--- src/hdl/ex_pkg.sv ---
`default_nettype none

package ex_pkg;

  localparam int XLEN      = 32;
  localparam int MUL_LAT   = 2;   // issue to wb_valid, in cycles
  localparam int DIV_STEPS = 32;  // one quotient bit per step
  localparam int STRB_W    = XLEN / 8;

  // bit positions inside the one-hot alu_op_t
  localparam int ALU_ADD  = 0;
  localparam int ALU_SUB  = 1;
  localparam int ALU_SLT  = 2;
  localparam int ALU_SLTU = 3;
  localparam int ALU_AND  = 4;
  localparam int ALU_NOR  = 5;
  localparam int ALU_OR   = 6;
  localparam int ALU_XOR  = 7;
  localparam int ALU_SLL  = 8;
  localparam int ALU_SRL  = 9;
  localparam int ALU_SRA  = 10;
  localparam int ALU_LUI  = 11;

  typedef logic [11:0] alu_op_t;

  typedef enum logic [2:0] {
    CLS_ALU,
    CLS_MUL,
    CLS_DIV,
    CLS_LOAD,
    CLS_STORE,
    CLS_BRANCH,
    CLS_JUMP
  } ex_class_t;

  typedef enum logic [1:0] {
    SIZE_BYTE,
    SIZE_HALF,
    SIZE_WORD
  } mem_size_t;

  // eq/ne look at zero, the rest of the compares at less
  typedef enum logic [2:0] {
    BR_EQ,
    BR_NE,
    BR_LT,
    BR_GE,
    BR_LTU,
    BR_GEU,
    BR_ALWAYS
  } br_cond_t;

endpackage

`default_nettype wire

--- src/hdl/ex_mem_req_if.sv ---
`timescale 1ns/1ps
`default_nettype none

interface ex_mem_req_if import ex_pkg::*; ();

  logic              valid;  // one cycle per load or store
  logic              we;     // store when high
  logic [XLEN-1:0]   addr;
  logic [STRB_W-1:0] wstrb;
  logic [XLEN-1:0]   wdata;  // already lane replicated

  modport source (output valid, we, addr, wstrb, wdata);
  modport sink   (input  valid, we, addr, wstrb, wdata);

endinterface

`default_nettype wire

--- src/hdl/ex_agu.sv ---
`timescale 1ns/1ps
`default_nettype none

module ex_agu import ex_pkg::*; (
  input  logic            issue,
  input  ex_class_t       cls,
  input  mem_size_t       size,
  input  logic [XLEN-1:0] base,
  input  logic [XLEN-1:0] offset,
  input  logic [XLEN-1:0] store_data,
  ex_mem_req_if.source    req
);

  logic [XLEN-1:0]   addr;
  logic [STRB_W-1:0] strb_base;

  assign addr = base + offset;

  always_comb begin
    case (size)
      SIZE_BYTE: begin
        strb_base = 4'b0001;
        req.wdata = {4{store_data[7:0]}};   // byte in every lane
      end
      SIZE_HALF: begin
        strb_base = 4'b0011;
        req.wdata = {2{store_data[15:0]}};
      end
      default: begin
        strb_base = 4'b1111;
        req.wdata = store_data;
      end
    endcase
  end

  assign req.addr  = addr;
  assign req.wstrb = strb_base << addr[1:0];  // misaligned words are not trapped here
  assign req.valid = issue & ((cls == CLS_LOAD) | (cls == CLS_STORE));
  assign req.we    = (cls == CLS_STORE);

endmodule

`default_nettype wire

--- src/hdl/ex_alu.sv ---
`timescale 1ns/1ps
`default_nettype none

module ex_alu import ex_pkg::*; (
  input  alu_op_t         alu_op,
  input  logic [XLEN-1:0] src1,
  input  logic [XLEN-1:0] src2,
  output logic [XLEN-1:0] result,
  output logic            less,
  output logic            zero
);

  localparam int SH_W = $clog2(XLEN);

  logic            do_sub;
  logic [XLEN-1:0] adder_b;
  logic [XLEN-1:0] adder_sum;
  logic            adder_cout;
  logic            slt_bit;
  logic            sltu_bit;
  logic [XLEN-1:0] sll_res;
  logic [2*XLEN-1:0] sr_wide;
  logic [XLEN-1:0] sr_res;

  // sub and both compares run the adder as src1 - src2
  assign do_sub  = alu_op[ALU_SUB] | alu_op[ALU_SLT] | alu_op[ALU_SLTU];
  assign adder_b = do_sub ? ~src2 : src2;
  assign {adder_cout, adder_sum} = {1'b0, src1} + {1'b0, adder_b} + {{XLEN{1'b0}}, do_sub};

  // negative vs positive decides directly, otherwise the difference sign
  assign slt_bit = (src1[XLEN-1] & ~src2[XLEN-1])
                 | ((src1[XLEN-1] ~^ src2[XLEN-1]) & adder_sum[XLEN-1]);
  assign sltu_bit = ~adder_cout;  // borrow out

  assign sll_res = src1 << src2[SH_W-1:0];

  // upper half filled with the sign only for sra
  assign sr_wide = {{XLEN{alu_op[ALU_SRA] & src1[XLEN-1]}}, src1} >> src2[SH_W-1:0];
  assign sr_res  = sr_wide[XLEN-1:0];

  always_comb begin
    result = ({XLEN{alu_op[ALU_ADD] | alu_op[ALU_SUB]}} & adder_sum)
           | ({XLEN{alu_op[ALU_SLT]}}  & {{(XLEN-1){1'b0}}, slt_bit})
           | ({XLEN{alu_op[ALU_SLTU]}} & {{(XLEN-1){1'b0}}, sltu_bit})
           | ({XLEN{alu_op[ALU_AND]}}  & (src1 & src2))
           | ({XLEN{alu_op[ALU_NOR]}}  & ~(src1 | src2))
           | ({XLEN{alu_op[ALU_OR]}}   & (src1 | src2))
           | ({XLEN{alu_op[ALU_XOR]}}  & (src1 ^ src2))
           | ({XLEN{alu_op[ALU_SLL]}}  & sll_res)
           | ({XLEN{alu_op[ALU_SRL] | alu_op[ALU_SRA]}} & sr_res)
           | ({XLEN{alu_op[ALU_LUI]}}  & src2);  // immediate already placed high
  end

  // flags for the branch unit
  assign less = result[0];
  assign zero = ~(|result);

endmodule

`default_nettype wire

--- src/hdl/ex_branch.sv ---
`timescale 1ns/1ps
`default_nettype none

module ex_branch import ex_pkg::*; (
  input  ex_class_t       cls,
  input  br_cond_t        cond,
  input  logic            less,
  input  logic            zero,
  input  logic            use_rj,
  input  logic [XLEN-1:0] pc,
  input  logic [XLEN-1:0] rj_value,
  input  logic [XLEN-1:0] imm,
  input  logic            pre_taken,
  output logic            taken,
  output logic            redirect,
  output logic [XLEN-1:0] redirect_pc,
  output logic [XLEN-1:0] link
);

  logic            cond_ok;
  logic            is_br;
  logic [XLEN-1:0] target;

  always_comb begin
    case (cond)
      BR_EQ:            cond_ok = zero;
      BR_NE:            cond_ok = ~zero;
      BR_LT, BR_LTU:    cond_ok = less;   // alu ran slt or sltu
      BR_GE, BR_GEU:    cond_ok = ~less;
      default:          cond_ok = 1'b1;
    endcase
  end

  assign is_br  = (cls == CLS_BRANCH) | (cls == CLS_JUMP);
  assign taken  = ((cls == CLS_BRANCH) & cond_ok) | (cls == CLS_JUMP);
  assign target = (use_rj ? rj_value : pc) + {imm[XLEN-3:0], 2'b00};  // word offset
  assign link   = pc + 32'd4;

  assign redirect    = is_br & (taken ^ pre_taken);
  assign redirect_pc = taken ? target : link;  // fall through on a wrong taken guess

endmodule

`default_nettype wire

--- src/hdl/ex_commit.sv ---
`timescale 1ns/1ps
`default_nettype none

module ex_commit import ex_pkg::*; (
  input  logic              clk,
  input  logic              arst_n,
  input  logic              issue_fire,
  input  ex_class_t         cls,
  input  logic [4:0]        rd,
  input  logic [XLEN-1:0]   alu_result,
  input  logic [XLEN-1:0]   link,
  input  logic              redirect,
  input  logic [XLEN-1:0]   redirect_pc_in,
  ex_mem_req_if.sink        mem_in,
  input  logic              mul_done,
  input  logic [XLEN-1:0]   mul_result,
  input  logic              div_busy,
  input  logic              div_done,
  input  logic [XLEN-1:0]   div_result,
  output logic              issue_ready,
  output logic              wb_valid,
  output logic [4:0]        wb_rd,
  output logic [XLEN-1:0]   wb_data,
  output logic              mem_valid,
  output logic              mem_we,
  output logic [XLEN-1:0]   mem_addr,
  output logic [STRB_W-1:0] mem_wstrb,
  output logic [XLEN-1:0]   mem_wdata,
  output logic              redirect_valid,
  output logic [XLEN-1:0]   redirect_pc
);

  logic            sc_valid_q;
  logic [XLEN-1:0] sc_data_q;
  logic [4:0]      sc_rd_q;
  logic [4:0]      md_rd_q;     // rd of the outstanding mul or div
  logic            mul_hold_q;
  logic            md_done;

  always_ff @(posedge clk or negedge arst_n) begin
    if (!arst_n) begin
      sc_valid_q     <= 1'b0;
      mem_valid      <= 1'b0;
      redirect_valid <= 1'b0;
      mul_hold_q     <= 1'b0;
    end else begin
      sc_valid_q     <= issue_fire & ((cls == CLS_ALU) | (cls == CLS_JUMP));
      mem_valid      <= mem_in.valid;  // already qualified by issue
      redirect_valid <= issue_fire & redirect;
      mul_hold_q     <= issue_fire & (cls == CLS_MUL);
    end
  end

  always_ff @(posedge clk) begin
    sc_data_q   <= (cls == CLS_JUMP) ? link : alu_result;
    sc_rd_q     <= rd;
    mem_we      <= mem_in.we;
    mem_addr    <= mem_in.addr;
    mem_wstrb   <= mem_in.wstrb;
    mem_wdata   <= mem_in.wdata;
    redirect_pc <= redirect_pc_in;
    if (issue_fire & ((cls == CLS_MUL) | (cls == CLS_DIV))) begin
      md_rd_q <= rd;
    end
  end

  // ready gaps keep mul/div results off single-cycle slots
  assign md_done  = mul_done | div_done;
  assign wb_valid = sc_valid_q | md_done;
  assign wb_rd    = md_done ? md_rd_q : sc_rd_q;
  assign wb_data  = mul_done ? mul_result : (div_done ? div_result : sc_data_q);

  assign issue_ready = ~mul_hold_q & ~div_busy;

endmodule

`default_nettype wire

--- src/hdl/ex_div.sv ---
`timescale 1ns/1ps
`default_nettype none

module ex_div import ex_pkg::*; (
  input  logic            clk,
  input  logic            arst_n,
  input  logic            start,
  input  logic            is_unsigned,
  input  logic            use_mod,
  input  logic [XLEN-1:0] dividend,
  input  logic [XLEN-1:0] divisor,
  output logic            busy,
  output logic            done,
  output logic [XLEN-1:0] result
);

  localparam int CNT_W = $clog2(DIV_STEPS);

  logic             busy_q;
  logic             done_q;
  logic [CNT_W-1:0] cnt_q;
  logic             last_step;

  logic [XLEN-1:0]  dvnd_abs;
  logic [XLEN-1:0]  dvsr_abs;
  logic [XLEN-1:0]  rem_q;
  logic [XLEN-1:0]  quo_q;    // dividend bits shift out as quotient bits shift in
  logic [XLEN-1:0]  dvsr_q;
  logic             neg_q_q;
  logic             neg_r_q;
  logic             mod_q;
  logic [XLEN+1:0]  trial;
  logic [XLEN-1:0]  quo_fix;
  logic [XLEN-1:0]  rem_fix;

  assign dvnd_abs = (~is_unsigned & dividend[XLEN-1]) ? -dividend : dividend;
  assign dvsr_abs = (~is_unsigned & divisor[XLEN-1])  ? -divisor  : divisor;

  // extra top bit keeps the compare exact
  assign trial = {1'b0, rem_q, quo_q[XLEN-1]} - {2'b00, dvsr_q};

  assign last_step = busy_q & (cnt_q == CNT_W'(DIV_STEPS - 1));

  always_ff @(posedge clk or negedge arst_n) begin
    if (!arst_n) begin
      busy_q <= 1'b0;
      done_q <= 1'b0;
      cnt_q  <= '0;
    end else begin
      done_q <= last_step;
      if (start) begin
        busy_q <= 1'b1;
        cnt_q  <= '0;
      end else if (busy_q) begin
        busy_q <= ~last_step;
        cnt_q  <= cnt_q + 1'b1;
      end
    end
  end

  always_ff @(posedge clk) begin
    if (start) begin
      rem_q   <= '0;
      quo_q   <= dvnd_abs;
      dvsr_q  <= dvsr_abs;
      mod_q   <= use_mod;
      // zero divisor leaves the all ones quotient unsigned
      neg_q_q <= ~is_unsigned & (dividend[XLEN-1] ^ divisor[XLEN-1]) & (|divisor);
      neg_r_q <= ~is_unsigned & dividend[XLEN-1];
    end else if (busy_q) begin
      rem_q <= trial[XLEN+1] ? {rem_q[XLEN-2:0], quo_q[XLEN-1]} : trial[XLEN-1:0];
      quo_q <= {quo_q[XLEN-2:0], ~trial[XLEN+1]};
    end
  end

  // most negative / -1 lands on the most negative value with remainder 0
  assign quo_fix = neg_q_q ? -quo_q : quo_q;
  assign rem_fix = neg_r_q ? -rem_q : rem_q;  // x / 0 gives back the dividend

  assign busy   = busy_q;
  assign done   = done_q;
  assign result = mod_q ? rem_fix : quo_fix;

endmodule

`default_nettype wire

--- src/hdl/ex_mul.sv ---
`timescale 1ns/1ps
`default_nettype none

module ex_mul import ex_pkg::*; (
  input  logic            clk,
  input  logic            arst_n,
  input  logic            start,
  input  logic            is_unsigned,
  input  logic            use_high,
  input  logic [XLEN-1:0] a,
  input  logic [XLEN-1:0] b,
  output logic            done,
  output logic [XLEN-1:0] result
);

  logic signed [XLEN:0]     a_q;   // 33 bits, extended by signedness
  logic signed [XLEN:0]     b_q;
  logic                     high_q;
  logic                     vld1_q;
  logic                     vld2_q;
  logic signed [2*XLEN+1:0] prod;
  logic [XLEN-1:0]          result_q;

  // one signed multiplier covers both signed and unsigned
  assign prod = a_q * b_q;

  always_ff @(posedge clk or negedge arst_n) begin
    if (!arst_n) begin
      vld1_q <= 1'b0;
      vld2_q <= 1'b0;
    end else begin
      vld1_q <= start;
      vld2_q <= vld1_q;
    end
  end

  always_ff @(posedge clk) begin
    if (start) begin
      a_q    <= {~is_unsigned & a[XLEN-1], a};
      b_q    <= {~is_unsigned & b[XLEN-1], b};
      high_q <= use_high;
    end
    if (vld1_q) begin
      result_q <= high_q ? prod[2*XLEN-1:XLEN] : prod[XLEN-1:0];  // stage two
    end
  end

  assign done   = vld2_q;
  assign result = result_q;

endmodule

`default_nettype wire

--- src/hdl/ex_stage.sv ---
`timescale 1ns/1ps
`default_nettype none

module ex_stage import ex_pkg::*; (
  input  logic              clk,
  input  logic              arst_n,
  input  logic              issue_valid,
  output logic              issue_ready,
  input  ex_class_t         cls,
  input  alu_op_t           alu_op,
  input  logic              md_unsigned,
  input  logic              md_high_mod,  // mulh or mod
  input  mem_size_t         mem_size,
  input  br_cond_t          br_cond,
  input  logic              use_rj,
  input  logic [XLEN-1:0]   src1,
  input  logic [XLEN-1:0]   src2,
  input  logic [XLEN-1:0]   imm,
  input  logic [XLEN-1:0]   store_data,
  input  logic [XLEN-1:0]   pc,
  input  logic [4:0]        rd,
  input  logic              pre_taken,
  output logic              wb_valid,
  output logic [4:0]        wb_rd,
  output logic [XLEN-1:0]   wb_data,
  output logic              mem_valid,
  output logic              mem_we,
  output logic [XLEN-1:0]   mem_addr,
  output logic [STRB_W-1:0] mem_wstrb,
  output logic [XLEN-1:0]   mem_wdata,
  output logic              redirect_valid,
  output logic [XLEN-1:0]   redirect_pc
);

  logic            issue_fire;
  logic [XLEN-1:0] alu_result;
  logic            alu_less;
  logic            alu_zero;
  logic            br_redirect;
  logic [XLEN-1:0] br_target;
  logic [XLEN-1:0] br_link;
  logic            mul_done;
  logic [XLEN-1:0] mul_result;
  logic            div_busy;
  logic            div_done;
  logic [XLEN-1:0] div_result;

  ex_mem_req_if mem_req ();

  assign issue_fire = issue_valid & issue_ready;

  ex_alu u_alu (
    .alu_op (alu_op),
    .src1   (src1),
    .src2   (src2),
    .result (alu_result),
    .less   (alu_less),
    .zero   (alu_zero)
  );

  ex_agu u_agu (
    .issue      (issue_fire),
    .cls        (cls),
    .size       (mem_size),
    .base       (src1),
    .offset     (imm),
    .store_data (store_data),
    .req        (mem_req.source)
  );

  ex_mul u_mul (
    .clk         (clk),
    .arst_n      (arst_n),
    .start       (issue_fire & (cls == CLS_MUL)),
    .is_unsigned (md_unsigned),
    .use_high    (md_high_mod),
    .a           (src1),
    .b           (src2),
    .done        (mul_done),
    .result      (mul_result)
  );

  ex_div u_div (
    .clk         (clk),
    .arst_n      (arst_n),
    .start       (issue_fire & (cls == CLS_DIV)),
    .is_unsigned (md_unsigned),
    .use_mod     (md_high_mod),
    .dividend    (src1),
    .divisor     (src2),
    .busy        (div_busy),
    .done        (div_done),
    .result      (div_result)
  );

  // src1 doubles as rj for jirl style jumps
  ex_branch u_branch (
    .cls         (cls),
    .cond        (br_cond),
    .less        (alu_less),
    .zero        (alu_zero),
    .use_rj      (use_rj),
    .pc          (pc),
    .rj_value    (src1),
    .imm         (imm),
    .pre_taken   (pre_taken),
    .taken       (),
    .redirect    (br_redirect),
    .redirect_pc (br_target),
    .link        (br_link)
  );

  ex_commit u_commit (
    .clk            (clk),
    .arst_n         (arst_n),
    .issue_fire     (issue_fire),
    .cls            (cls),
    .rd             (rd),
    .alu_result     (alu_result),
    .link           (br_link),
    .redirect       (br_redirect),
    .redirect_pc_in (br_target),
    .mem_in         (mem_req.sink),
    .mul_done       (mul_done),
    .mul_result     (mul_result),
    .div_busy       (div_busy),
    .div_done       (div_done),
    .div_result     (div_result),
    .issue_ready    (issue_ready),
    .wb_valid       (wb_valid),
    .wb_rd          (wb_rd),
    .wb_data        (wb_data),
    .mem_valid      (mem_valid),
    .mem_we         (mem_we),
    .mem_addr       (mem_addr),
    .mem_wstrb      (mem_wstrb),
    .mem_wdata      (mem_wdata),
    .redirect_valid (redirect_valid),
    .redirect_pc    (redirect_pc)
  );

endmodule

`default_nettype wire

--- config.mk ---
export PLATFORM = sky130hd
export DESIGN_NAME = ex_stage
export DESIGN_NICKNAME = d
export VERILOG_FILES = /design/src/hdl/ex_pkg.sv /design/src/hdl/ex_mem_req_if.sv /design/src/hdl/ex_agu.sv /design/src/hdl/ex_alu.sv /design/src/hdl/ex_branch.sv /design/src/hdl/ex_commit.sv /design/src/hdl/ex_div.sv /design/src/hdl/ex_mul.sv /design/src/hdl/ex_stage.sv
export SDC_FILE = /design/constraint.sdc
export NUM_CORES = 2
export LEC_CHECK = 0
export BUFFER_PORTS_ARGS = -buffer_cell sky130_fd_sc_hd__buf_2
export CAP_MARGIN = 20
export CELL_PAD_IN_SITES_DETAIL_PLACEMENT = 1
export CELL_PAD_IN_SITES_GLOBAL_PLACEMENT = 1
export CORE_MARGIN = 4
export CORE_UTILIZATION = 30
export DETAILED_ROUTE_END_ITERATION = 7
export PLACE_DENSITY_LB_ADDON = 0.1
export SYNTH_ARGS = -nofsm -noshare
export SYNTH_HDL_FRONTEND = slang
export SYNTH_SLANG_ARGS = --single-unit
--- constraint.sdc ---
create_clock -name clk -period 12.3 [get_ports clk]
set_input_delay 0.615 -clock clk [delete_from_list [all_inputs] [get_ports clk]]
set_output_delay 0.615 -clock clk [all_outputs]
set_load 0.02 [all_outputs]
# == Word level (Yosys, flattened, before mapping) ==
# Cells that the tools add are included.
# op_classes
addsub,11
mul,1
n_eq_ne,13
n_shift,3
muxes,23
bitwise,66
reduce_logical,8
# op_table
op,count
$mux W32,15
$or A32 B32 Y32,10
$and A32 B32 Y32,9
$neg A32 Y32,4
$add A32 B32 Y32,2
$and A32 B1 Y32,2
$mul A33 B33 Y64,1
$not A32 Y32,2
$pmux W32 S2,1
$reduce_or A32 Y1,2
$shr A64 B5 Y32,1
$sub A33 B32 Y34,1
$add A32 B32 Y33,1
$add A33 B1 Y33,1
$add A32 B3 Y32 const B,1
$shl A32 B5 Y32,1
$xor A32 B32 Y32,1
$and A1 B1 Y1,18
$eq A3 B3 Y1 const B,5
$mux W5,3
$eq A3 B2 Y1 const B,4
$or A1 B1 Y1,12
$not A1 Y1,9
$pmux W4 S2,1
other kinds (13),18
# word_totals
register_bits,353
out_inout_bits,142
word_cells,151

# == Depth between registers and ports, before layout ==
# depth
word_depth,25
depth_mapped,32

# == Cells and area by module ==
# A second synthesis with hierarchy kept.
# unflattened
cells_unflattened,7464
area_unflattened_um2,67817.5
# by_module_without_submodules
module,instances,cells_per_inst,area_per_inst_um2,seq_area_each_um2
ex_mul,1,4333,41838.9,3022.9
ex_div,1,1033,8590.7,2827.7
ex_alu,1,1081,7927.6,0.0
ex_commit,1,305,4314.1,3012.9
ex_branch,1,404,2916.5,0.0
ex_agu,1,304,2189.6,0.0
ex_stage,1,4,40.0,0.0

# == Least setup slack after synthesis ==
# Ideal clock, no wire load.
# synth_timing
kind,register to register
from,register u_mul.b_q[0]
to,"register u_mul.result_q[29], in the netlist u_mul.result[29] (data pin)"
setup_time_ps,272
arrival_ps,8179
setup_slack_ps,3849
stages_incl_launch_ff,31
synth_period_minus_slack_ps,8451
path_cell_list,edfxtp_1 clkbuf_1 nand2_1 inv_1 fa_1 fa_1 fa_1 inv_1 fa_1 inv_1 fa_1 fa_1 fa_1 inv_1 fa_1 inv_1 ha_1 clkbuf_1 a21o_1 a21o_1 a21o_1 a21o_1 a221oi_1 o21ai_0 or3_1 a31oi_1 or3_1 clkbuf_1 o311ai_0 mux2i_1 or4_1
# synth_between
elab_chain_cells,2
# synth_lines
item,line,text
from (decl),ex_mul.sv:17,logic signed [XLEN:0] b_q;
from (signal assigned),ex_mul.sv:40,"b_q <= {~is_unsigned & b[XLEN-1], b};"
$mul A33 B33 Y64,ex_mul.sv:25,assign prod = a_q * b_q;
$mux W32,ex_mul.sv:44,result_q <= high_q ? prod[2*XLEN-1:XLEN] : prod[XLEN-1:0];
to (signal assigned),ex_mul.sv:44,
to (decl),ex_mul.sv:22,logic [XLEN-1:0] result_q;
# No other way between the ends.
# A chain may end at the register's enable or synchronous reset.

# == Final worst setup path ==
# layout_timing
from,register u_mul.b_q[3]
to,"register u_mul.result_q[18], in the netlist u_mul.result[18] (data pin)"
# Same word-level chain as after synthesis.

==> run_results.csv <==
group,metric,value,unit
placement,io_buffers,333,
sta,slew_headroom,0.2383,
setup_path,arrival,10.19,ns
sta,worst_slew_pin_slew,1.131,ns
clock_network,cts_resized,0,
setup_path,cp_common_cell,"fa_1",
clock_network,h-tree-depth,2,
sta,clock_skew,0.05682,ns
floorplanning,io_pins,334,
clock_network,cts.sinks,353,
logic_synthesis,syn_nets,8967,
clock_network,numCtsBuffers,51,
detailed_routing,wire_per_inst,27.56,µm
placement,place.gp.congestion,0.9334,
global_routing,grt_pass1_vias,59212,
sta,rsz0062_at_grt,"false",
setup_path,startpoint_type,"flop",
setup_path,worst-setup-path-type,"flop to flop",
global_routing,grt_pass1_wl,417800,µm
sta,slew_violations,0,
sta,finalSetupTns,0,ns
detailed_routing,drc,0,
cells_and_area,drive_above_1_share,0.1016,
logic_synthesis,synthArstFlopShare,0.03399,
detailed_routing,wirelength,283700,µm
global_routing,antenna_found_initial,46,
sta,min_period_over_period,0.8006,
global_routing,grt-ovfl-total,0,
detailed_routing,drtPass1Iterations,8,
setup_path,crit_path_max_fanout,20,
logic_synthesis,synth_top_area_share,0.3426,
cells_and_area,finish.utilization,0.3334,
logic_synthesis,ys_seq_area_frac,0.1340,
floorplanning,die_area,0.2274,mm²
logic_synthesis,mappedNetlistArea,0.06596,mm²
global_routing,grt_util_all_layers,0.2478,
setup_path,slowest_delay,0.89,ns
setup_path,critical_path.slowest_cell,"nor4b_1",
logic_synthesis,yosysMostFrequentCell,"inv_1",
cells_and_area,areaGrowthSynthToFinish,10.19,%
sta,setup_viol,0,
logic_synthesis,avgSynthCellArea,9.113,µm²
detailed_routing,num_vias,53256,
clock_network,cts.reportedPaths.clkPinSlew,0.07,ns
logic_synthesis,synth_edf_count,171,
job,maxCapViolations,0,
logic_synthesis,ys_ff_latch,353,
logic_synthesis,synth-warning-count,0,
detailed_routing,viasPerCell,5.175,
clock_network,insertion_delay,0.68,ns
setup_path,cp-end-kind,"flop",
floorplanning,core_area,0.2180,mm²
logic_synthesis,synth.distinct_cells,99,
detailed_routing,ant_nets,0,
cells_and_area,finish.net_count,9111,
floorplanning,num_rows,171,
placement,hpwl,229300,µm
setup_path,cp.required,12.64,ns
sta,period_needed,9.848,ns
logic_synthesis,ys.flop_type,"edfxtp_1",
clock_network,cts_tree,"done",
clock_network,cts-root-buf,"clkbuf_16",
logic_synthesis,synth_common_cells,"1220 x inv_1, 1129 x fa_1, 1027 x nand2_1, 408 x ha_1, 387 x and2_1",
cells_and_area,fillers,25153,
clock_network,cts_buffer_depth,3,
detailed_routing,drt_iter0_markers,3248,
status,status,"finished, final reports clean",
sta,fmax,101.5,MHz
floorplanning,fp.dieH,476.9,µm
floorplanning,start_util,0.3026,
logic_synthesis,ys_top_cells_by_area,"fa_1 34%, edfxtp_1 7.8%, ha_1 7.7%, inv_1 6.9%, nand2_1 5.8%",
global_routing,grt_max_degree,65,
sta,hold_viol_final,0,
floorplanning,dieWidth,476.9,µm
min_path,hold_path_class,"input pin to flop",
logic_synthesis,yosysTopAreaCell,"fa_1",
logic_synthesis,syn_inst,7238,
==> sequential cells by signal, summed over array words and instances (netlist names), 4 cells and up <==
name / cells
u_commit.redirect_pc: 32
u_div.rem_q: 32
u_commit.mem_addr: 32
u_commit.mem_wdata: 32
u_mul.b_q: 33
u_mul.result: 32
u_div.dvsr_q: 32
u_div.quo_q: 32
u_mul.a_q: 33
u_commit.sc_data_q: 32
u_div.cnt_q: 5
u_commit.sc_rd_q: 5
u_commit.md_rd_q: 5
u_commit.mem_wstrb: 4
==> worst max-delay path: cells and delay by family, from the launching register on <==
family,cells,cell delay (ns)
adders and majority gates,9,4.44
DFF,1,0.66
xor gates and xnor gates,1,0.33
AOI/OAI and AO/OA,10,2.49
buffers and inverters,4,0.55
and+or+nand+nor,2,1.02
==> layout by cell type, fill, tap and decap left out, drive strengths merged, types with 16 or more instances in the layout <==
master     n
clkbuf    67
nand2b    47
and3      38
xnor2    244
a31oi     40
nand2   1027
o21a      38
nand4     31
edfxtp   171
nand3     83
or2       16
a222oi    32
nor2     243
nor3      71
inv     1226
o211ai    35
a211oi    35
o31ai     40
mux4      55
dfxtp    170
o21ai    276
or4       20
xor2     102
buf      483
nor4      27
fa      1129
a21o      65
or3       25
nor2b     50
o21bai    23
and2     389
mux2i    177
a21oi    212
mux2      85
clkinv    18
ha       408
==> logic make-up (layout without fill, tap and decap cells) <==
logic type | Yosys count | after routing | synth area share
AO/OA/AOI/OAI | 965 | 965 | 0.09549
XOR/XNOR | 346 | 346 | 0.04594
AND/OR/NAND/NOR | 2099 | 2099 | 0.1500
adder cells (fa/ha/maj) | 1537 | 1537 | 0.4200
buffers and inverters | 1621 | 1807 | 0.09399
flip-flops | 353 | 353 | 0.1340
other | 0 | 13 | 0
multiplexers | 317 | 317 | 0.06055
==> cell type report <==
type | instances | area (µm²) | share of cell area
clock buffer | 67 | 1426 | 0.01962
multi-input combinational | 5264 | 50960 | 0.7011
antenna | 13 | 32.53 | 0.0004476
inverter | 1223 | 4591 | 0.06316
clock inverter | 28 | 350.3 | 0.004820
timing repair buffer | 489 | 2910 | 0.04004
sequential | 353 | 8841 | 0.1216
tap | 2854 | 3571 | 0.04913
==> per-stage QoR <==
stage                     cell area [µm²]  worst slack, ns  hold WS, ns  cells
after CTS                           72620            2.440      0.02915  10277
after global routing                72650            2.076      0.04396  10279
after floorplan                     65960            3.849       0.3194   7238
final                               72680            2.452      0.08497  10291
after global placement              70760            2.603       0.5112  10175
after detailed placement            70790            2.510       0.5136  10176
==> timing repair <==
item / 4_1_cts / 5_1_grt
endpoints found under the hold margin: 17 / 0
buffers inserted: 0 / 0
hold buffers: 6 / 0
==> routing by layer <==
| layer | vias to the layer above | GRT usage | part of all wire |
|---|---|---|---|
| li1 | 23450 | - | - |
| met1 | 28064 | 0.3252 | 0.43 |
| met2 | 1335 | 0.4232 | 0.48 |
| met3 | 367 | 0.03375 | 0.047 |
| met4 | 40 | 0.07607 | 0.035 |
| met5 | - | 0 | 0.00098 |
==> path summary, 6_finish.rpt <==
| path | slack, ns | startpoint | to | cells after the start |
|---|---|---|---|---|
| setup reg to reg | 2.45 | u_mul.b_q[3] | u_mul.result[18] | 26 |
| max in group asynchronous | 11.71 | arst_n | u_mul.done | 2 |
| hold reg to reg | 0.54 | u_div.cnt_q[3] | u_div.cnt_q[3] | 2 |
| min in group asynchronous | 0.35 | arst_n | u_div.cnt_q[1] | 2 |
| setup / recovery | 2.45 | u_mul.b_q[3] | u_mul.result[18] | 26 |
| hold / removal | 0.08 | store_data[1] | u_commit.mem_wdata[1] | 1 |
Power is not shown: default switching activity piles up to over one toggle a cycle in this logic, so the estimate is an artifact.
